File: config.mk
export PLATFORM = sky130hd
export DESIGN_NAME = lcd_debug_top
export DESIGN_NICKNAME = d
export VERILOG_FILES = /design/src/logic/lcd_debug_pkg.sv /design/src/logic/lcd_byte_if.sv /design/src/logic/debug_text_builder.sv /design/src/logic/lcd_debug_top.sv /design/src/logic/lcd_delay_timer.sv /design/src/logic/lcd_nibble_writer.sv /design/src/logic/lcd_sequencer.sv
export SDC_FILE = /design/constraint.sdc
export NUM_CORES = 1
export LEC_CHECK = 0
export ABC_AREA = 1
export BUFFER_PORTS_ARGS = -buffer_cell sky130_fd_sc_hd__buf_2
export CORE_UTILIZATION = 30
export DETAILED_ROUTE_END_ITERATION = 10
export HOLD_SLACK_MARGIN = 0.03
export PLACE_DENSITY = 0.53
export SLEW_MARGIN = 20
export SYNTH_ARGS = -nofsm -noshare
export SYNTH_HDL_FRONTEND = slang
export SYNTH_SLANG_ARGS = --single-unit
export TNS_END_PERCENT = 50
File: constraint.sdc
create_clock -name qzt_clk -period 4.26 [get_ports qzt_clk]
set_clock_uncertainty 0.2 [all_clocks]
set_input_delay 0.852 -clock qzt_clk [delete_from_list [all_inputs] [get_ports qzt_clk]]
set_output_delay 0.852 -clock qzt_clk [all_outputs]
set_load 0.02 [all_outputs]
File: src/logic/lcd_debug_pkg.sv
`default_nettype none

package lcd_debug_pkg;

	// Sequencer phases
	typedef enum logic [1:0] {
		POWER_ON = 2'd0,
		CONFIG   = 2'd1,
		SETTLE   = 2'd2,
		REFRESH  = 2'd3
	} seq_state_t;

	localparam int TIMER_WIDTH = 22;	// Enough for the power-on wait
	localparam int LINE_LEN = 8;
	localparam int NUM_REGS = 12;

	localparam logic [7:0] CHAR_SPACE = 8'h20;
	localparam logic [7:0] CMD_HOME = 8'h80;	// DDRAM address 0

	// Wake-up in 8-bit mode, then switch to 4-bit
	localparam logic [3:0] INIT_NIBBLES [4] = '{4'h3, 4'h3, 4'h3, 4'h2};

	localparam logic [7:0] CONFIG_CMDS [4] = '{
		8'h28,	// Function set 4-bit two lines
		8'h06,	// Entry mode increment
		8'h0C,	// Display on without cursor
		8'h01	// Clear display
	};

	// Two ASCII letters per register select
	localparam logic [15:0] REG_NAMES [16] = '{
		"PC",
		"IR",
		"ST",
		"W ",
		"Z ",
		"A ",
		"B ",
		"C ",
		"SP",
		"AD",
		"DO",
		"DI",
		"--",
		"--",
		"--",
		"--"
	};

endpackage

`default_nettype wire

File: src/logic/lcd_byte_if.sv
`timescale 1ns/1ps
`default_nettype none

interface lcd_byte_if;
	logic       start;	// One-cycle request
	logic [7:0] value;
	logic       rs;	// 0 command, 1 data
	logic       single;	// Send the high nibble only
	logic       done;	// One-cycle completion

	modport sender (
		output start,
		output value,
		output rs,
		output single,
		input  done
	);

	modport writer (
		input  start,
		input  value,
		input  rs,
		input  single,
		output done
	);
endinterface

`default_nettype wire

File: src/logic/debug_text_builder.sv
`timescale 1ns/1ps
`default_nettype none

module debug_text_builder (
	input  wire [3:0]                            column,
	input  wire                                  ram_view,
	input  wire [7:0]                            ram_addr,
	input  wire [7:0]                            ram_data,
	input  wire [8*lcd_debug_pkg::NUM_REGS-1:0] cpu_regs,
	input  wire [3:0]                            reg_sel,
	output logic [7:0]                           column_char
);
	logic [7:0]  reg_byte;
	logic [7:0]  shown_byte;	// Printed in columns 7 and 8
	logic [15:0] mode_pair;
	logic [15:0] label_pair;	// Columns 4 and 5

	// ASCII hex digit, 0-9 then A-F
	function automatic logic [7:0] hex_char(input logic [3:0] n);
		if (n <= 4'd9) begin
			hex_char = 8'h30 + {4'h0, n};
		end else begin
			hex_char = 8'h37 + {4'h0, n};
		end
	endfunction

	// Byte of the selected CPU register
	always_comb begin
		reg_byte = 8'h00;	// Selects past the last register show 00
		for (int i = 0; i < lcd_debug_pkg::NUM_REGS; i++) begin
			if (reg_sel == 4'(i)) begin
				reg_byte = cpu_regs[8*i +: 8];
			end
		end
	end

	assign mode_pair = ram_view ? "RM" : "PC";
	assign shown_byte = ram_view ? ram_data : reg_byte;

	always_comb begin
		if (ram_view) begin
			label_pair = {hex_char(ram_addr[7:4]), hex_char(ram_addr[3:0])};
		end else begin
			label_pair = lcd_debug_pkg::REG_NAMES[reg_sel];
		end
	end

	// Column 0 is the home command, its character is never sent
	always_comb begin
		case (column)
			4'd1:    column_char = mode_pair[15:8];
			4'd2:    column_char = mode_pair[7:0];
			4'd4:    column_char = label_pair[15:8];
			4'd5:    column_char = label_pair[7:0];
			4'd7:    column_char = hex_char(shown_byte[7:4]);
			4'd8:    column_char = hex_char(shown_byte[3:0]);
			default: column_char = lcd_debug_pkg::CHAR_SPACE;	// Gaps at 3 and 6
		endcase
	end

endmodule

`default_nettype wire

File: src/logic/lcd_debug_top.sv
`timescale 1ns/1ps
`default_nettype none

module lcd_debug_top #(
	parameter int POWER_ON_WAIT = 753664,
	parameter int INIT_WAIT = 212960,
	parameter int CLEAR_WAIT = 98304,
	parameter int BYTE_WAIT = 3968,
	parameter int STROBE_CYCLES = 16
) (
	input  wire                                  qzt_clk,
	input  wire                                  rst_n,
	input  wire                                  ram_view,
	input  wire [7:0]                            ram_addr,
	input  wire [7:0]                            ram_data,
	input  wire [8*lcd_debug_pkg::NUM_REGS-1:0] cpu_regs,
	input  wire [3:0]                            reg_sel,
	output logic                                 lcd_rs,
	output logic                                 lcd_e,
	output logic [3:0]                           lcd_data
);
	logic                                  timer_load;
	logic [lcd_debug_pkg::TIMER_WIDTH-1:0] timer_value;
	logic                                  timer_expired;
	logic [3:0]                            column;
	logic [7:0]                            column_char;

	lcd_byte_if byte_bus ();

	lcd_sequencer #(
		.POWER_ON_WAIT (POWER_ON_WAIT),
		.INIT_WAIT     (INIT_WAIT),
		.CLEAR_WAIT    (CLEAR_WAIT),
		.BYTE_WAIT     (BYTE_WAIT)
	) u_sequencer (
		.qzt_clk       (qzt_clk),
		.rst_n         (rst_n),
		.byte_bus      (byte_bus.sender),
		.timer_load    (timer_load),
		.timer_value   (timer_value),
		.timer_expired (timer_expired),
		.column        (column),
		.column_char   (column_char)
	);

	lcd_delay_timer #(
		.TIMER_WIDTH (lcd_debug_pkg::TIMER_WIDTH)
	) u_delay_timer (
		.qzt_clk (qzt_clk),
		.rst_n   (rst_n),
		.load    (timer_load),
		.value   (timer_value),
		.expired (timer_expired)
	);

	lcd_nibble_writer #(
		.STROBE_CYCLES (STROBE_CYCLES)
	) u_nibble_writer (
		.qzt_clk  (qzt_clk),
		.rst_n    (rst_n),
		.byte_bus (byte_bus.writer),
		.lcd_rs   (lcd_rs),
		.lcd_e    (lcd_e),
		.lcd_data (lcd_data)
	);

	debug_text_builder u_text_builder (
		.column      (column),
		.ram_view    (ram_view),
		.ram_addr    (ram_addr),
		.ram_data    (ram_data),
		.cpu_regs    (cpu_regs),
		.reg_sel     (reg_sel),
		.column_char (column_char)
	);

endmodule

`default_nettype wire

File: src/logic/lcd_delay_timer.sv
`timescale 1ns/1ps
`default_nettype none

module lcd_delay_timer #(
	parameter int TIMER_WIDTH = 22
) (
	input  wire                   qzt_clk,
	input  wire                   rst_n,
	input  wire                   load,
	input  wire [TIMER_WIDTH-1:0] value,
	output logic                  expired
);
	logic [TIMER_WIDTH-1:0] count;

	// Down-counter that parks at zero
	always_ff @(posedge qzt_clk or negedge rst_n) begin
		if (!rst_n) begin
			count <= '0;
		end else if (load) begin
			count <= value;
		end else if (count != '0) begin
			count <= count - 1'b1;
		end
	end

	// High N cycles after a load of N
	assign expired = (count == '0);

endmodule

`default_nettype wire

File: src/logic/lcd_nibble_writer.sv
`timescale 1ns/1ps
`default_nettype none

module lcd_nibble_writer #(
	parameter int STROBE_CYCLES = 16
) (
	input  wire        qzt_clk,
	input  wire        rst_n,
	lcd_byte_if.writer byte_bus,
	output logic       lcd_rs,
	output logic       lcd_e,
	output logic [3:0] lcd_data
);
	// Setup, strobe and hold, plus one cycle to present the nibble
	localparam int PHASE_END = 3 * STROBE_CYCLES;
	localparam int CNT_W = $clog2(PHASE_END + 1);

	logic             busy;
	logic             low_half;	// Working on the low nibble
	logic [CNT_W-1:0] phase_cnt;

	always_ff @(posedge qzt_clk or negedge rst_n) begin
		if (!rst_n) begin
			busy <= 1'b0;
			low_half <= 1'b0;
			phase_cnt <= '0;
			lcd_rs <= 1'b0;
			lcd_e <= 1'b0;
			lcd_data <= 4'h0;
			byte_bus.done <= 1'b0;
		end else begin
			byte_bus.done <= 1'b0;
			if (byte_bus.start) begin
				busy <= 1'b1;
				low_half <= 1'b0;
				phase_cnt <= '0;
				lcd_rs <= byte_bus.rs;	// Held for the whole transfer
			end else if (busy) begin
				phase_cnt <= phase_cnt + 1'b1;

				if (phase_cnt == '0) begin
					lcd_data <= low_half ? byte_bus.value[3:0] : byte_bus.value[7:4];
				end

				if (phase_cnt == CNT_W'(STROBE_CYCLES)) begin
					lcd_e <= 1'b1;
				end

				if (phase_cnt == CNT_W'(2 * STROBE_CYCLES)) begin
					lcd_e <= 1'b0;	// Data stays for the hold time
				end

				if (phase_cnt == CNT_W'(PHASE_END)) begin
					phase_cnt <= '0;
					if (!low_half && !byte_bus.single) begin
						low_half <= 1'b1;
					end else begin
						// Transfer finished, release the bus
						busy <= 1'b0;
						lcd_data <= 4'h0;
						lcd_rs <= 1'b0;
						byte_bus.done <= 1'b1;
					end
				end
			end
		end
	end

endmodule

`default_nettype wire

File: src/logic/lcd_sequencer.sv
`timescale 1ns/1ps
`default_nettype none

module lcd_sequencer #(
	parameter int POWER_ON_WAIT = 753664,
	parameter int INIT_WAIT = 212960,
	parameter int CLEAR_WAIT = 98304,
	parameter int BYTE_WAIT = 3968
) (
	input  wire                                   qzt_clk,
	input  wire                                   rst_n,
	lcd_byte_if.sender                            byte_bus,
	output logic                                  timer_load,
	output logic [lcd_debug_pkg::TIMER_WIDTH-1:0] timer_value,
	input  wire                                   timer_expired,
	output logic [3:0]                            column,
	input  wire  [7:0]                            column_char
);
	localparam int TW = lcd_debug_pkg::TIMER_WIDTH;

	lcd_debug_pkg::seq_state_t state;
	lcd_debug_pkg::seq_state_t nxt_state;
	lcd_debug_pkg::seq_state_t pick_state;
	logic [3:0]    step;
	logic [3:0]    nxt_step;
	logic [3:0]    pick_step;
	logic          arm;	// Power-on wait not loaded yet
	logic          sending;
	logic          finished;
	logic          has_wait;
	logic [TW-1:0] wait_len;
	logic          issue;
	logic [7:0]    pick_value;
	logic          pick_rs;
	logic          pick_single;

	assign finished = sending && byte_bus.done;

	// Step after the current one and the wait between them
	always_comb begin
		nxt_state = state;
		nxt_step = step + 4'd1;
		has_wait = 1'b1;
		wait_len = TW'(BYTE_WAIT);
		case (state)
			lcd_debug_pkg::POWER_ON: begin
				wait_len = TW'(INIT_WAIT);
				if (step == 4'd3) begin
					nxt_state = lcd_debug_pkg::CONFIG;
					nxt_step = 4'd0;
					has_wait = 1'b0;	// First command follows the last nibble
				end
			end
			lcd_debug_pkg::CONFIG: begin
				if (step == 4'd3) begin
					nxt_state = lcd_debug_pkg::SETTLE;
					nxt_step = 4'd0;
					wait_len = TW'(CLEAR_WAIT);
				end
			end
			lcd_debug_pkg::REFRESH: begin
				if (step == 4'(lcd_debug_pkg::LINE_LEN)) begin
					nxt_step = 4'd0;
				end
			end
			default: ;
		endcase
	end

	// Transfer to launch, looking one step ahead when a byte completes
	always_comb begin
		if (finished) begin
			pick_state = nxt_state;
			pick_step = nxt_step;
		end else begin
			pick_state = state;
			pick_step = step;
		end
	end

	assign column = pick_step;

	always_comb begin
		pick_value = lcd_debug_pkg::CMD_HOME;
		pick_rs = 1'b0;
		pick_single = 1'b0;
		case (pick_state)
			lcd_debug_pkg::POWER_ON: begin
				pick_value = {lcd_debug_pkg::INIT_NIBBLES[pick_step[1:0]], 4'h0};
				pick_single = 1'b1;
			end
			lcd_debug_pkg::CONFIG: pick_value = lcd_debug_pkg::CONFIG_CMDS[pick_step[1:0]];
			default: begin
				// SETTLE leads into the home command as well
				if (pick_step != 4'd0) begin
					pick_value = column_char;
					pick_rs = 1'b1;
				end
			end
		endcase
	end

	assign issue = (finished && !has_wait) || (!sending && !arm && timer_expired);

	assign timer_load = arm || (finished && has_wait);
	assign timer_value = arm ? TW'(POWER_ON_WAIT) : wait_len;

	always_ff @(posedge qzt_clk or negedge rst_n) begin
		if (!rst_n) begin
			state <= lcd_debug_pkg::POWER_ON;
			step <= 4'd0;
			arm <= 1'b1;
			sending <= 1'b0;
			byte_bus.start <= 1'b0;
		end else begin
			arm <= 1'b0;
			byte_bus.start <= issue;
			if (finished) begin
				state <= nxt_state;
				step <= nxt_step;
				sending <= !has_wait;
			end else if (issue) begin
				sending <= 1'b1;
				if (state == lcd_debug_pkg::SETTLE) begin
					state <= lcd_debug_pkg::REFRESH;
					step <= 4'd0;
				end
			end
		end
	end

	// Transfer contents, held until done
	always_ff @(posedge qzt_clk) begin
		if (issue) begin
			byte_bus.value <= pick_value;
			byte_bus.rs <= pick_rs;
			byte_bus.single <= pick_single;
		end
	end

endmodule

`default_nettype wire

Yosys cells after proc, flatten, opt, wreduce, memory -nomap -nowiden
Memories as Yosys holds them, arrays and structs flattened. Index checks and enable logic that the tools add are counted.

$add $sub $neg: 11. $mul: 0. Divide/modulo/power cells: 0. Order comparisons: 6. Equality and inequality tests: 27. Shift operators: 0. Multiplexer cells: 80. Bitwise operators: 3. Reduce and logical (&&, ||, !) cells: 34.

Operator list (count): 2-to-1 mux 8 bit (20); 2-to-1 mux 22 bit (3); adder 6 x 4 -> 7 bit, first input constant (8); 2-to-1 mux 16 bit (3); 2-to-1 mux 4 bit (12); one-hot mux 8 bit (6 select lines) (1); one-hot mux 22 bit (2 select lines) (1); == test 4 x 3 -> 1 bit, second input constant (7); == test 4 bit, second input constant (6); 2-to-1 mux 1 bit (24); logical NOT 22 bit (1); nonzero test 22 bit (1); subtractor 22 x 1 -> 22 bit, second input constant (1); 2-to-1 mux 6 bit (3); 2-to-1 mux 17 bit (1); binary-select mux 8 bit (select 2 bit) (1); == test 4 x 2 -> 1 bit, second input constant (4); less-or-equal comparator 4 bit, second input constant (4); one-hot mux 8 bit (2 select lines) (1); nonzero test 2 bit (7); == test 6 bit, second input constant (2); 2-to-1 mux 2 bit (6); 2-to-1 mux 10 bit (1); AND reduction 3 bit (3); other kinds (24) (40).

Bits in registers: 56. Latch bits: 0. RAM bits: 0. Bits in read-only memories: 256. Output and inout bits: 6. Logic and storage cells: 178. Memories: 1.

Memory list: (no name shown) (words 16, bits a word 16, read ports 1, clocked after Yosys merged registers in 0, write ports 0, line debug_text_builder.sv:44) `label_pair = lcd_debug_pkg::REG_NAMES[reg_sel];`.

Logic depth before layout (Yosys ltp)
Gate-level depths: netlist of run 1.

Word-level depth: 19. Mapped depth: 29. Gate-level depth less buffers: 28.

Modules after synthesis
From an unflattened synthesis of run 1, not the netlist that was laid out.

Cell total of the unflattened synthesis: 937. Area total of the unflattened synthesis: 5831.8 um^2.

By module, submodules not included: debug_text_builder (instances 1, cells an instance 459, area an instance 2244.7 um^2); lcd_delay_timer (instances 1, cells an instance 221, area an instance 1486.4 um^2); lcd_sequencer (instances 1, cells an instance 138, area an instance 1216.2 um^2); lcd_nibble_writer (instances 1, cells an instance 119, area an instance 884.6 um^2).

Worst setup path after synthesis of run 1
No wires, ideal clock.

Path kind: input port to flip-flop. From: input reg_sel[1]. To: register u_sequencer.byte_bus.value[0], data pin. Library setup time: 0.252 ns. Arrival: 3.164 ns. Required time: 3.808 ns. Path slack: 0.644 ns. Stages: 23. Path buffers: 1. Cell sequence: inv_1 -> ha_1 -> buf_2 -> nand2_1 -> nor2_1 -> nand2_1 -> nand2_1 -> nand3b_1 -> nand2_1 -> nand2_1 -> nand2_1 -> nand2_1 -> inv_1 -> ha_1 -> or2_2 -> nand3_2 -> nand2_1 -> nand2_2 -> nor2_1 -> nor2_1 -> nand2_1 -> nand2_1 -> nand2_1.

Cells in the longest elaborated chain, start to end: 19. Elaborated cells on any way between the ends: 41.

RTL lines: from (decl) (line lcd_debug_top.sv:17) `input wire [3:0] reg_sel,`; logical NOT 4 bit (line debug_text_builder.sv:31) `if (reg_sel == 4'(i)) begin`; 2-to-1 mux 8 bit (12 in series) (line debug_text_builder.sv:31); 2-to-1 mux 8 bit (line debug_text_builder.sv:38) `assign shown_byte = ram_view ? ram_data : reg_byte;`; adder 6 x 4 -> 7 bit (tied with other cells) (line debug_text_builder.sv:23) `hex_char = 8'h37 + {4'h0, n};`; 2-to-1 mux 8 bit (line debug_text_builder.sv:20) `if (n <= 4'd9) begin`; one-hot mux 8 bit (6 select lines) * (line debug_text_builder.sv:50) `case (column)`; 2-to-1 mux 8 bit * (line lcd_sequencer.sv:95) `if (pick_step != 4'd0) begin`; one-hot mux 8 bit (2 select lines) * (line lcd_sequencer.sv:87) `case (pick_state)`; net u_sequencer.pick_value[0] (line lcd_sequencer.sv:33) `logic [7:0] pick_value;`; to (signal assigned) (line lcd_sequencer.sv:135) `byte_bus.value <= pick_value;`; to (decl) (line lcd_byte_if.sv:13) `output value,`.

The timed path passes the listed nets; every way through them passes the cells marked *. The select of a mux whose other input is x is not followed. A chain may end at the register's enable or synchronous reset.

Worst setup path in the final report of run 1
From: input reg_sel[1]. To: register u_sequencer.byte_bus.value[1], data pin.

The elaborated chain is that of the path after synthesis.

==> run summary, run 1 <==
==================================================================================
Result of the run ................................................... finished, final reports clean
Vias in the first global route ......................................         5341
RSZ-0062 raised after global routing ................................        false
Primary flip-flop cell chosen by synthesis mapping .................. sky130_fd_sc_hd__dfrtp_1
Maximum number of pins on one net before global-route repair ........           47
Total inserted antenna cells ........................................            0
Net switching power figure ..........................................  0.0006670 W
Vert. Die Dim .......................................................     135.9 um
Fmax ................................................................   0.2572 GHz
Signed area change from the synthesized netlist to the final layout .       19.03%
Clock latency on the worst-skew pair ................................      0.29 ns
Input/output buffers ................................................          124
Hold slack final ....................................................    0.2906 ns
Cell type with the largest total area after synthesis ............... sky130_fd_sc_hd__dfrtp_1
# IOs ...............................................................          125
Synth top area share ................................................       0.2094
Crit path DAT .......................................................      3.74 ns
Antenna violations before repair ....................................            0
Post-Synthesis Cells ................................................          857
Final instance count without filler cells ...........................         1206
Number of synthesis warnings ........................................            0
Classification of the worst setup path .............................. primary input to flip-flop
Setup slack on the worst flop-to-flop path ..........................      0.90 ns
Highest net fanout along the worst path .............................           15
Crit path capture ................................................... u_sequencer.byte_bus.value[1]$_DFFE_PP_
CTS-repair resized insts ............................................            0
Initial core utilization ............................................       0.3088
Placed cell count ...................................................         1198
Number of endpoints failing setup at the final stage ................            0
Transition time at the pin with the least slew margin ...............    0.8909 ns
Clock-pin slew on the worst setup and hold paths ....................      0.07 ns
Cell types with the largest area share after synthesis .............. sky130_fd_sc_hd__dfrtp_1 (21%), sky130_fd_sc_hd__nand2_1 (19%), sky130_fd_sc_hd__inv_1 (8.5%), sky130_fd_sc_hd__nor2_1 (7.5%), sky130_fd_sc_hd__edfxtp_1 (5.6%)
Die extent in x .....................................................     135.9 um
Critical R2R Launch ................................................. u_sequencer.step[0]$_DFFE_PN0P_
Number of failing hold endpoints at the final stage .................            0
Detailed-route via count ............................................         5475
Global-route wire length before repair ..............................     25.36 mm
Congestion Overflow GR ..............................................            0
Required time at the worst-slack endpoint ...........................      4.11 ns
Class of the tightest hold or removal check ......................... flip-flop to flip-flop
Detailed router's first-iteration violation count ...................          293
Async set or reset register ratio after synthesis ...................       0.8214
Fraction of layout instances using a drive strength above 1 .........       0.2039
Net count of the mapped netlist .....................................          999
Worst rel slew slack ................................................       0.4006
Share of total power consumed by net switching ......................       0.3619
Maximum vdd ir drop .................................................  0.0002436 V
Setup crit end kind .................................................    flip-flop
Type of element launching the critical path ......................... primary input
Power Dens Cells .................................................... 287.9 nW/um2
Deepest level of the CTS H-tree .....................................            2
Critical Path Start .................................................   reg_sel[1]
Count of final max-slew check failures ..............................            0
Launch instance of the worst min-delay path ......................... u_nibble_writer.lcd_e$_DFFE_PN0P_
Share of total power in combinational logic .........................        0.363
Number of synthesized flops with an enable pin ......................           10
Internal power contribution .........................................   0.001176 W
Count of cell types in the netlist ..................................           57
Final nets ..........................................................         1122
CTS tree ............................................................         done
Number of clock sinks ...............................................           56
Ratio of final minimum period to clock period .......................       0.9126
Summed instance area of the synthesized netlist .....................     5379 um2
Post-synthesis sequential area ratio ................................       0.2701
Std-Cell Rows .......................................................           48
Reg-to-reg critical path endpoint ................................... u_sequencer.byte_bus.value[5]$_DFFE_PP_
Setup bufs post-CTS .................................................            0
Post-CTS Hold Fix Bufs ..............................................            0
Total GRT Usage .....................................................       0.1700
Detail-routed net length per standard cell ..........................     12.41 um
Flip-flop and latch count after synthesis ...........................           56
Clock group share of total power ....................................        0.250
Final critical delay including setup and external delays ............     3.888 ns
Antenna-violating nets left .........................................            0
Logic depth of the worst register-to-register path ..................           20
Standard cell core area .............................................    17420 um2
Buffer type at the clock tree root .................................. sky130_fd_sc_hd__clkbuf_16
Pleak ...............................................................     3.526 nW
Hpwl dp .............................................................     12.49 mm
Synthesized area per cell ...........................................    6.276 um2
Number of maximum-capacitance violations ............................            0
Total chip power ....................................................   0.001843 W
Max Root-Sink Buffers ...............................................            2
Share of total power in sequential cells ............................        0.387
Drc violations ......................................................            0
Num CTS Buffers .....................................................            5
Total negative setup slack ..........................................         0 ns
GPL Wtd Cong ........................................................       0.8602
DIE AREA ............................................................    18470 um2
Total wire length ...................................................     14.97 mm
Number of vias per cell after detailed routing ......................        4.540
Router iterations before antenna repair .............................            4
==================================================================================
[synth_stat cells (all sizes together) (3+ instances only)]
library cell and instances:
a211oi 4, a21oi 39, a221oi 3, a31oi 7
buf 13, clkbuf 5, dfrtp 45, edfxtp 10
ha 23, inv 138, nand2 279, nand3 43
nand3b 5, nand4 11, nor2 120, nor3 14
nor4 6, o211ai 3, o21ai 36, o22ai 3
o31ai 3, or2 14, xor2 9
[metal layers]
| layer | global-route usage | share of wire | routed length, um |
|---|---|---|---|
| met5 | 0 | 0 | 0 |
| met4 | 0.03333 | 0.0056 | 84 |
| met1 | 0.2335 | 0.49 | 7338 |
| met3 | 0.02424 | 0.045 | 680 |
| met2 | 0.2820 | 0.46 | 6866 |
[layout make-up]
class	count	area (um2)
fill	1952	11010
multi-input combinational	644	3282
sequential	56	1453
timing repair buffer	134	698.2
inverter	139	524.3
tap	225	281.5
clock buffer	6	128.9
clock inverter	2	35.03
[registers in the layout, summed over array words and instances, names as in the netlist, 2 cells and up]
| name | flops |
|---|---|
| u_delay_timer.count | 22 |
| u_sequencer.state | 2 |
| u_nibble_writer.phase_cnt | 6 |
| u_sequencer.step | 4 |
| u_nibble_writer.lcd_data | 4 |
| u_sequencer.byte_bus.value | 8 |
[cells by family (layout without fill, tap and decap cells)]
logic type      count (synthesis)  in the layout  synth area share
compound gates                111            111            0.1245
xor+xnor                       11             11           0.01791
fa+ha+maj                      23             23           0.05350
buf+inv                       157            281            0.1198
flops                          56             56            0.2701
mux                             2              2          0.004187
other cells                     1              1         0.0006972
simple gates                  496            496            0.4094
[worst min path at each step]
stage,to,cells past startpoint,slack [ns]
6_report,u_nibble_writer.lcd_e$_DFFE_PN0P_,2,0.29
5_1_grt,u_nibble_writer.lcd_e$_DFFE_PN0P_,1,0.32
4_1_cts,u_nibble_writer.lcd_e$_DFFE_PN0P_,1,0.30
3_5_place_dp,u_nibble_writer.lcd_e$_DFFE_PN0P_,1,0.29
3_3_place_gp,u_nibble_writer.lcd_e$_DFFE_PN0P_,2,0.28
2_1_floorplan,u_nibble_writer.lcd_e$_DFFE_PN0P_,1,0.25
[power by group through the flow]
stage | clock [W] | sequential (W) | combinational (W)
CTS | 0.000481 | 0.000716 | 0.000678
finish | 0.000461 | 0.000714 | 0.000669
detailed placement | 0 | 0.000726 | 0.000675
global route | 0.000495 | 0.000732 | 0.000777
global placement | 0 | 0.000725 | 0.000673
floorplan | 0 | 0.000739 | 0.000450
[through the flow]
stage / setup WS, ns / area, um2 / utilization
after floorplan: 0.6443 / 5379 / -
after global placement: 0.1815 / 6236 / 0.3580
after detailed placement: 0.09146 / 6236 / 0.3580
after CTS: 0.4063 / 6400 / 0.3675
after global routing: 0.03467 / 6402 / 0.3676
final: 0.3723 / 6402 / 0.3676
[cells in the final DEF, fill, tap and decap left out, types with 4 or more instances in the layout]
cell                        netlist  final
sky130_fd_sc_hd__a211oi_1         4      4
sky130_fd_sc_hd__a21oi_1         39     39
sky130_fd_sc_hd__a31oi_1          7      7
sky130_fd_sc_hd__buf_2            6    123
sky130_fd_sc_hd__buf_4            2     11
sky130_fd_sc_hd__clkbuf_16        0      5
sky130_fd_sc_hd__dfrtp_1         45     45
sky130_fd_sc_hd__edfxtp_1        10     10
sky130_fd_sc_hd__ha_1            23     23
sky130_fd_sc_hd__inv_1          122    122
sky130_fd_sc_hd__inv_2           15     15
sky130_fd_sc_hd__nand2_1        266    266
sky130_fd_sc_hd__nand2_2         11     11
sky130_fd_sc_hd__nand3_1         40     40
sky130_fd_sc_hd__nand3b_1         5      5
sky130_fd_sc_hd__nand4_1         11     11
sky130_fd_sc_hd__nor2_1         108    108
sky130_fd_sc_hd__nor2_2           6      6
sky130_fd_sc_hd__nor3_1          11     11
sky130_fd_sc_hd__nor4_1           6      6
sky130_fd_sc_hd__o21ai_0         28     28
sky130_fd_sc_hd__o21ai_1          6      6
sky130_fd_sc_hd__or2_0            6      6
sky130_fd_sc_hd__or2_2            5      5
sky130_fd_sc_hd__xor2_1           9      9
[worst max-delay path, stage by stage]
cell	delay, ns
sky130_fd_sc_hd__buf_2	0.14
sky130_fd_sc_hd__inv_1	0.14
sky130_fd_sc_hd__ha_1	0.33
sky130_fd_sc_hd__nand2_2	0.26
sky130_fd_sc_hd__nor2_1	0.18
sky130_fd_sc_hd__nor2_1	0.06
sky130_fd_sc_hd__nand2_1	0.07
sky130_fd_sc_hd__nand2_1	0.04
sky130_fd_sc_hd__nand2_1	0.05
sky130_fd_sc_hd__nand3_1	0.09
sky130_fd_sc_hd__nand2_1	0.09
sky130_fd_sc_hd__nand2_1	0.08
sky130_fd_sc_hd__a21boi_4	0.22
sky130_fd_sc_hd__inv_1	0.06
sky130_fd_sc_hd__ha_1	0.17
sky130_fd_sc_hd__or2_2	0.28
sky130_fd_sc_hd__nand3_2	0.12
sky130_fd_sc_hd__nand2_1	0.10
sky130_fd_sc_hd__nand2_2	0.08
sky130_fd_sc_hd__nor2_1	0.04
sky130_fd_sc_hd__nor2_1	0.12
sky130_fd_sc_hd__nand2_1	0.06
sky130_fd_sc_hd__nand2_1	0.05
sky130_fd_sc_hd__nand2_1	0.05
Note: power is estimated with default switching activity, not from simulation.
==> run 2: changes to the inputs <==
--- a/config.mk
+++ b/config.mk
@@ -10,7 +10,8 @@
 export CORE_UTILIZATION = 30
 export DETAILED_ROUTE_END_ITERATION = 10
 export HOLD_SLACK_MARGIN = 0.03
-export PLACE_DENSITY = 0.53
+export PLACE_DENSITY = 0.54
+export REMOVE_ABC_BUFFERS = 1
 export SLEW_MARGIN = 20
 export SYNTH_ARGS = -nofsm -noshare
 export SYNTH_HDL_FRONTEND = slang
==> constraint.sdc (replaced) <==
create_clock -name qzt_clk -period 3.5 [get_ports qzt_clk]
set_clock_uncertainty 0.2 [all_clocks]
set_input_delay 0.7 -clock qzt_clk [delete_from_list [all_inputs] [get_ports qzt_clk]]
set_output_delay 0.7 -clock qzt_clk [all_outputs]
set_load 0.02 [all_outputs]
==> run 2 against run 1 <==
Effect of this change: global-route usage rose by 0.68 points; die area did not move; final cell count rose by 5.6%; via count rose by 6.6%; utilization rose by 3.8 points; clock power rose by 9.3%; final area rose by 10%; critical path type unchanged; largest cell class unchanged; largest power group is now combinational logic; highest routed layer unchanged.
==> run summary, run 2 (same netlist as run 1, synthesis figures left out) <==
==================================================================================
Vias in the first global route ......................................         5622   +5.3%
Reg-to-reg critical path endpoint ................................... u_sequencer.byte_bus.value[2]$_DFFE_PP_
Classification of the worst setup path .............................. primary input to flip-flop
Deepest level of the CTS H-tree .....................................            2   unchanged
Hold slack final ....................................................    0.2391 ns   -0.05146 ns
Antenna-violating nets left .........................................            0   unchanged
Detailed-route via count ............................................         5834   +6.6%
Initial core utilization ............................................       0.3088   unchanged
Standard cell core area .............................................    17420 um2   unchanged
Setup slack on the worst flop-to-flop path ..........................      0.30 ns   -0.60 ns
Signed area change from the synthesized netlist to the final layout .       31.24%
Logic depth of the worst register-to-register path ..................           16   -20%
Instance area after placement .......................................     6706 um2   +7.5%
DIE AREA ............................................................    18470 um2   unchanged
Std-Cell Rows .......................................................           48   unchanged
Final instance count without filler cells ...........................         1274   +5.6%
Global-route wire length before repair ..............................     26.24 mm   +3.5%
Total chip power ....................................................   0.002278 W   +24%
Number of endpoints failing setup at the final stage ................            0   unchanged
Crit path DAT .......................................................      3.07 ns   -0.67 ns
Leading cell types in the layout, fill and taps excluded ............ sky130_fd_sc_hd__nand2_1 (257), sky130_fd_sc_hd__buf_2 (122), sky130_fd_sc_hd__inv_1 (117)
Number of maximum-capacitance violations ............................            0   unchanged
Total wire length ...................................................     15.81 mm   +5.6%
Number of clock sinks ...............................................           56   unchanged
Reg with most FFs ................................................... u_delay_timer.count
Critical R2R Launch ................................................. u_sequencer.step[0]$_DFFE_PN0P_
Share of total power in sequential cells ............................        0.382   -0.005
Num CTS Buffers .....................................................            5   unchanged
Share of total power consumed by net switching ......................       0.3767   +0.01486
Clock latency on the worst-skew pair ................................      0.30 ns   about the same
Critical Path Start .................................................   reg_sel[2]
Maximum vdd ir drop .................................................  0.0002563 V   +5.2%
Max Root-Sink Buffers ...............................................            2   unchanged
Largest registers ................................................... u_delay_timer.count: 22 flops, u_sequencer.byte_bus.value: 8 flops, u_nibble_writer.phase_cnt: 6 flops
Worst rel slew slack ................................................       0.3567   -0.04386
Post-route cell area ................................................     7059 um2   +10%
Antenna violations before repair ....................................            0   unchanged
Pleak ...............................................................     3.860 nW   +9.5%
Post-CTS Hold Fix Bufs ..............................................            0   unchanged
Clock group share of total power ....................................        0.221   -0.029
Detail-routed net length per standard cell ..........................     12.41 um   about the same
Fillers .............................................................         1874   -4.0%
Number of flip-flops in the largest register ........................           22   unchanged
Count of final max-slew check failures ..............................            0   unchanged
Vert. Die Dim .......................................................     135.9 um   unchanged
Required time at the worst-slack endpoint ...........................      3.36 ns   -0.75 ns
Internal power contribution .........................................   0.001420 W   +21%
Final nets ..........................................................         1190   +6.1%
Number of failing hold endpoints at the final stage .................            0   unchanged
GPL Wtd Cong ........................................................       0.8686   +0.98%
Net switching power figure ..........................................  0.0008582 W   +29%
# IOs ...............................................................          125   unchanged
RSZ-0062 raised after global routing ................................         true
Total inserted antenna cells ........................................            0   unchanged
Final critical delay including setup and external delays ............     3.209 ns
Highest net fanout along the worst path .............................            8   -7
Share of total power in combinational logic .........................        0.396   +0.033
Ratio of final minimum period to clock period .......................       0.9167
Input/output buffers ................................................          124   unchanged
Detailed router's first-iteration violation count ...................          304   +3.8%
CTS tree ............................................................         done
Congestion Overflow GR ..............................................            0   unchanged
Hpwl dp .............................................................     13.38 mm   +7.1%
Result of the run ................................................... finished, final reports clean
Clock-pin slew on the worst setup and hold paths ....................      0.07 ns   about the same
Total negative setup slack ..........................................         0 ns   unchanged
Crit path capture ................................................... u_sequencer.byte_bus.value[1]$_DFFE_PP_
Setup crit end kind .................................................    flip-flop
Number of vias per cell after detailed routing ......................        4.579   +0.87%
Power Dens Cells .................................................... 322.7 nW/um2   +12%
Placed cell count ...................................................         1259   +5.1%
Maximum number of pins on one net before global-route repair ........           30   -36%
Router iterations before antenna repair .............................            5   +1
Most common library cell in the layout ignoring fill and taps ....... sky130_fd_sc_hd__nand2_1
Total GRT Usage .....................................................       0.1768   +0.006799
Fraction of layout instances using a drive strength above 1 .........       0.2774   +0.07353
Fmax ................................................................   0.3117 GHz
Drc violations ......................................................            0   unchanged
Type of element launching the critical path ......................... primary input
Transition time at the pin with the least slew margin ...............    0.9561 ns   +0.06520 ns
Buffer type at the clock tree root .................................. sky130_fd_sc_hd__clkbuf_16
Class of the tightest hold or removal check ......................... primary input to async pin
Die extent in x .....................................................     135.9 um   unchanged
==================================================================================
[run 2: through the flow]
stage	util	worst slack (ns)
global route	0.4053	-0.03869
finish	0.4053	0.2915
floorplan	-	0.008896
detailed placement	0.3851	-0.2933
global placement	0.3851	-0.2358
CTS	0.3936	0.02950
[run 2: what timing repair did]
item | in CTS | in global routing
setup endpoints to repair | 0 | 6
endpoints found under the hold margin | 0 | 0
setup buffers | 0 | 7
resized for setup | 0 | 43
[run 2: cell type report]
cell class                      instances  area (um2)  share of cell area
Clock inverter                          3       23.77            0.003368
Tap cell                              225       281.5             0.03988
Timing Repair Buffer                  202        1246              0.1765
Sequential cell                        56        1453              0.2058
Inverter                              139       529.3             0.07497
Multi-Input combinational cell        644        3401              0.4817
Clock buffer                            5       125.1             0.01772
[run 2: metal layers]
layer | global-route usage | wire, um
met2 | 0.3002 | 7228
met5 | 0 | 0
met1 | 0.2413 | 7700
met3 | 0.01864 | 702
met4 | 0.03519 | 175
[run 2: worst min-delay path by stage]
stage	from	endpoint	depth (start not counted)
final	rst_n	u_sequencer.sending$_DFFE_PN0P_	1
after global routing	rst_n	u_delay_timer.count[12]$_DFFE_PN0P_	1
after CTS	rst_n	u_sequencer.sending$_DFFE_PN0P_	1
after detailed placement	u_nibble_writer.phase_cnt[5]$_DFFE_PN0P_	u_nibble_writer.lcd_e$_DFFE_PN0P_	1
after global placement	u_nibble_writer.lcd_e$_DFFE_PN0P_	u_nibble_writer.lcd_e$_DFFE_PN0P_	2
after floorplan	rst_n	u_delay_timer.count[0]$_DFFE_PN0P_	0
[run 2: critical path, cell delays in order]
cell	delay [ns]
sky130_fd_sc_hd__buf_2	0.15
sky130_fd_sc_hd__nor2_8	0.22
sky130_fd_sc_hd__nand2_4	0.11
sky130_fd_sc_hd__buf_4	0.15
sky130_fd_sc_hd__o21ai_1	0.11
sky130_fd_sc_hd__inv_1	0.05
sky130_fd_sc_hd__a21oi_1	0.15
sky130_fd_sc_hd__nor2_1	0.07
sky130_fd_sc_hd__o21ai_1	0.11
sky130_fd_sc_hd__nand3_1	0.07
sky130_fd_sc_hd__nand2_1	0.06
sky130_fd_sc_hd__nand2_1	0.05
sky130_fd_sc_hd__nand2_1	0.05
sky130_fd_sc_hd__nand2_1	0.06
sky130_fd_sc_hd__nand2_2	0.08
sky130_fd_sc_hd__ha_1	0.16
sky130_fd_sc_hd__or2_2	0.11
sky130_fd_sc_hd__nand3_2	0.08
sky130_fd_sc_hd__buf_4	0.15
sky130_fd_sc_hd__nand3_1	0.06
sky130_fd_sc_hd__nand2_1	0.05
sky130_fd_sc_hd__nor2_1	0.10
sky130_fd_sc_hd__nand2_1	0.06
sky130_fd_sc_hd__nand2_1	0.05
sky130_fd_sc_hd__nand2_1	0.04
[run 2: power by group through the flow]
stage	sequential [W]	clock, W	combinational [W]
2_1_floorplan	0.000899	0	0.000534
3_3_place_gp	0.000885	0	0.000871
3_5_place_dp	0.000884	0	0.000874
4_1_cts	0.000871	0.000524	0.000878
5_1_grt	0.000892	0.000553	0.00103
6_report	0.000871	0.000504	0.000903
==> run 3: changes to the inputs <==
--- a/config.mk
+++ b/config.mk
@@ -10,8 +10,7 @@
 export CORE_UTILIZATION = 30
 export DETAILED_ROUTE_END_ITERATION = 10
 export HOLD_SLACK_MARGIN = 0.03
-export PLACE_DENSITY = 0.54
-export REMOVE_ABC_BUFFERS = 1
+export PLACE_DENSITY = 0.53
 export SLEW_MARGIN = 20
 export SYNTH_ARGS = -nofsm -noshare
 export SYNTH_HDL_FRONTEND = slang
==> constraint.sdc (replaced) <==
create_clock -name qzt_clk -period 3.4 [get_ports qzt_clk]
set_clock_uncertainty 0.2 [all_clocks]
set_input_delay 0.68 -clock qzt_clk [delete_from_list [all_inputs] [get_ports qzt_clk]]
set_output_delay 0.68 -clock qzt_clk [all_outputs]
set_load 0.02 [all_outputs]
==> run 3 against run 2 <==
Effect of this change: die area unchanged; clock-buffer cell count is 1 higher; non-clock buffer count is 5 higher; total power grew 5.5%; final area rose by 1.4%; utilization increased by 0.57 points; sequential share of layout area decreased by 0.29 points; hold slack gained 0.030 ns; wire length fell by 1.2%; final cell count rose by 0.47%; via count fell by 1.1%; critical path type unchanged; critical endpoint unchanged; largest cell class unchanged; highest routed layer unchanged.
==> run summary, run 3 (same netlist as run 1, synthesis figures left out) <==
==================================================================================
Result of the run ................................................... finished, final reports clean
Share of total power consumed by net switching ......................       0.3560   -0.02074
Share of total power in sequential cells ............................        0.372   -0.010
GPL Wtd Cong ........................................................       0.8221   -5.4%
Post-CTS Hold Fix Bufs ..............................................            0   unchanged
DIE AREA ............................................................    18470 um2   unchanged
Detail-routed net length per standard cell ..........................     12.20 um   -1.6%
Pleak ...............................................................     3.899 nW   +1.0%
Buffer type at the clock tree root .................................. sky130_fd_sc_hd__clkbuf_16
Ratio of final minimum period to clock period .......................       0.9433
Fmax ................................................................   0.3118 GHz
Crit-path most repeated cell ........................................ sky130_fd_sc_hd__nand2_1
Final nets ..........................................................         1196   +0.50%
Drc violations ......................................................            0   unchanged
Max Root-Sink Buffers ...............................................            2   unchanged
Total inserted antenna cells ........................................            0   unchanged
Total chip power ....................................................   0.002402 W   +5.5%
Vert. Die Dim .......................................................     135.9 um   unchanged
Pre-CTS setup slack .................................................   -0.3899 ns   -0.09656 ns
Antenna-violating nets left .........................................            0   unchanged
# IOs ...............................................................          125   unchanged
Net switching power figure ..........................................  0.0008552 W   -0.35%
Crit path largest cell delay ........................................      0.23 ns   about the same
Total GRT Usage .....................................................       0.1754   -0.001378
Fillers .............................................................         1863   -0.59%
Classification of the worst setup path .............................. primary input to flip-flop
Worst rel slew slack ................................................       0.3765   +0.01972
Final critical delay including setup and external delays ............     3.207 ns
Type of element launching the critical path ......................... primary input
Vias in the first global route ......................................         5656   +0.60%
Congestion Overflow GR ..............................................            0   unchanged
Standard cell core area .............................................    17420 um2   unchanged
Number of flip-flops in the largest register ........................           22   unchanged
Std-Cell Rows .......................................................           48   unchanged
Number of endpoints failing setup at the final stage ................            0   unchanged
CP max stage cell ................................................... sky130_fd_sc_hd__nor2_8
Deepest level of the CTS H-tree .....................................            2   unchanged
Detailed-route via count ............................................         5770   -1.1%
Router iterations before antenna repair .............................            5   unchanged
Clock-pin slew on the worst setup and hold paths ....................      0.07 ns   about the same
Highest net fanout along the worst path .............................            5   -3
Reg with most FFs ................................................... u_delay_timer.count
Number of vias per cell after detailed routing ......................        4.508   -1.6%
Signed area change from the synthesized netlist to the final layout .       33.10%
Clock latency on the worst-skew pair ................................      0.29 ns   about the same
Total area of multi-input combinational cells .......................     3442 um2   +1.2%
Share of the core filled with cells .................................       0.4111   +0.005747
Detailed router's first-iteration violation count ...................          242   -20%
Maximum vdd ir drop .................................................  0.0002772 V   +8.2%
Fraction of layout instances using a drive strength above 1 .........       0.2844   +0.006953
Required time at the worst-slack endpoint ...........................      3.25 ns   -0.11 ns
Crit path DAT .......................................................      3.06 ns   about the same
Class of the tightest hold or removal check ......................... primary input to async pin
Num CTS Buffers .....................................................            5   unchanged
Die extent in x .....................................................     135.9 um   unchanged
Internal power contribution .........................................   0.001547 W   +9.0%
Initial core utilization ............................................       0.3088   unchanged
Setup crit end kind .................................................    flip-flop
Number of failing hold endpoints at the final stage .................            0   unchanged
Share of total power in combinational logic .........................        0.391   -0.005
Leading cell types in the layout, fill and taps excluded ............ sky130_fd_sc_hd__nand2_1 (258), sky130_fd_sc_hd__buf_2 (120), sky130_fd_sc_hd__inv_1 (115)
Largest registers ................................................... u_delay_timer.count: 22 flops, u_sequencer.byte_bus.value: 8 flops, u_nibble_writer.phase_cnt: 6 flops
Transition time at the pin with the least slew margin ...............    0.9268 ns   -0.02931 ns
CTS tree ............................................................         done
Antenna violations before repair ....................................            0   unchanged
Count of final max-slew check failures ..............................            0   unchanged
Hold slack final ....................................................    0.2690 ns   +0.02985 ns
Number of clock sinks ...............................................           56   unchanged
Crit path setup slack, layout .......................................    0.1928 ns   -0.09870 ns
Flip-flop and latch area ............................................     1453 um2   unchanged
Input/output buffers ................................................          124   unchanged
Most common library cell in the layout ignoring fill and taps ....... sky130_fd_sc_hd__nand2_1
Global-route wire length before repair ..............................     26.05 mm   -0.71%
Total wire length ...................................................     15.62 mm   -1.2%
Maximum number of pins on one net before global-route repair ........           35   +17%
Clock group share of total power ....................................        0.236   +0.015
Hpwl dp .............................................................     13.06 mm   -2.4%
Power Dens Cells .................................................... 335.6 nW/um2   +4.0%
Number of maximum-capacitance violations ............................            0   unchanged
==================================================================================
run 3: routing by layer:
layer | wire length (um) | vias to the layer above | track usage
li1 | - | 3106 | -
met1 | 7423 | 2508 | 0.2323
met2 | 7273 | 147 | 0.3022
met3 | 786 | 9 | 0.02461
met4 | 138 | 0 | 0.03457
met5 | 0 | - | 0
run 3: critical path, delay by kind of cell:
family | cells | cell delay [ns]
AO/OA/AOI/OAI | 1 | 0.17
adder cells (fa/ha/maj) | 1 | 0.15
buffers and inverters | 4 | 0.33
AND/OR/NAND/NOR | 22 | 1.73
run 3: metrics by stage:
step	setup TNS, ns	area (um2)	cells
after detailed placement	-1.960	6706	1259
after global routing	-0.01656	7159	1280
after floorplan	0	5395	857
after global placement	-1.562	6706	1259
after CTS	0	6890	1267
final	0	7159	1280
run 3: layout make-up:
| type | instances | share of cell area |
|---|---|---|
| clock buffers | 6 | 0.01800 |
| clock inverters | 2 | 0.004893 |
| inverters | 139 | 0.07427 |
| multi-input cells | 645 | 0.4808 |
| flip-flops and latches | 56 | 0.2029 |
| well taps | 225 | 0.03932 |
| repair buffers | 207 | 0.1798 |
run 3: power groups by stage:
stage,Combinational [W],Sequential [W],Clock [W]
2_1_floorplan,0.000566,0.000926,0
3_3_place_gp,0.000897,0.000908,0
3_5_place_dp,0.000901,0.000907,0
4_1_cts,0.000908,0.000895,0.000592
5_1_grt,0.00108,0.000915,0.000616
6_report,0.000940,0.000894,0.000568
run 3: path summary, 6_finish.rpt:
path | startpoint | to | slack (ns) | cells after the start
min in group qzt_clk | u_nibble_writer.phase_cnt[5]$_DFFE_PN0P_ | u_nibble_writer.lcd_e$_DFFE_PN0P_ | 0.29 | 1
worst min-delay path | rst_n | u_nibble_writer.lcd_e$_DFFE_PN0P_ | 0.27 | 1
max in group asynchronous | rst_n | u_delay_timer.count[4]$_DFFE_PN0P_ | 2.10 | 2
worst min register to register | u_nibble_writer.phase_cnt[5]$_DFFE_PN0P_ | u_nibble_writer.lcd_e$_DFFE_PN0P_ | 0.29 | 1
worst max register to register | u_sequencer.step[0]$_DFFE_PN0P_ | u_sequencer.byte_bus.value[2]$_DFFE_PP_ | 0.32 | 16
worst max-delay path | reg_sel[3] | u_sequencer.byte_bus.value[1]$_DFFE_PP_ | 0.19 | 28
run 3: repair_timing:
| item | 4_1_cts | 5_1_grt |
|---|---|---|
| pin swaps | 2 | 23 |
| gates cloned | 0 | 1 |
| endpoints found under the hold margin | 0 | 0 |
| setup buffers | 0 | 13 |
| resized for setup | 5 | 49 |
| endpoints found under the setup margin | 5 | 6 |
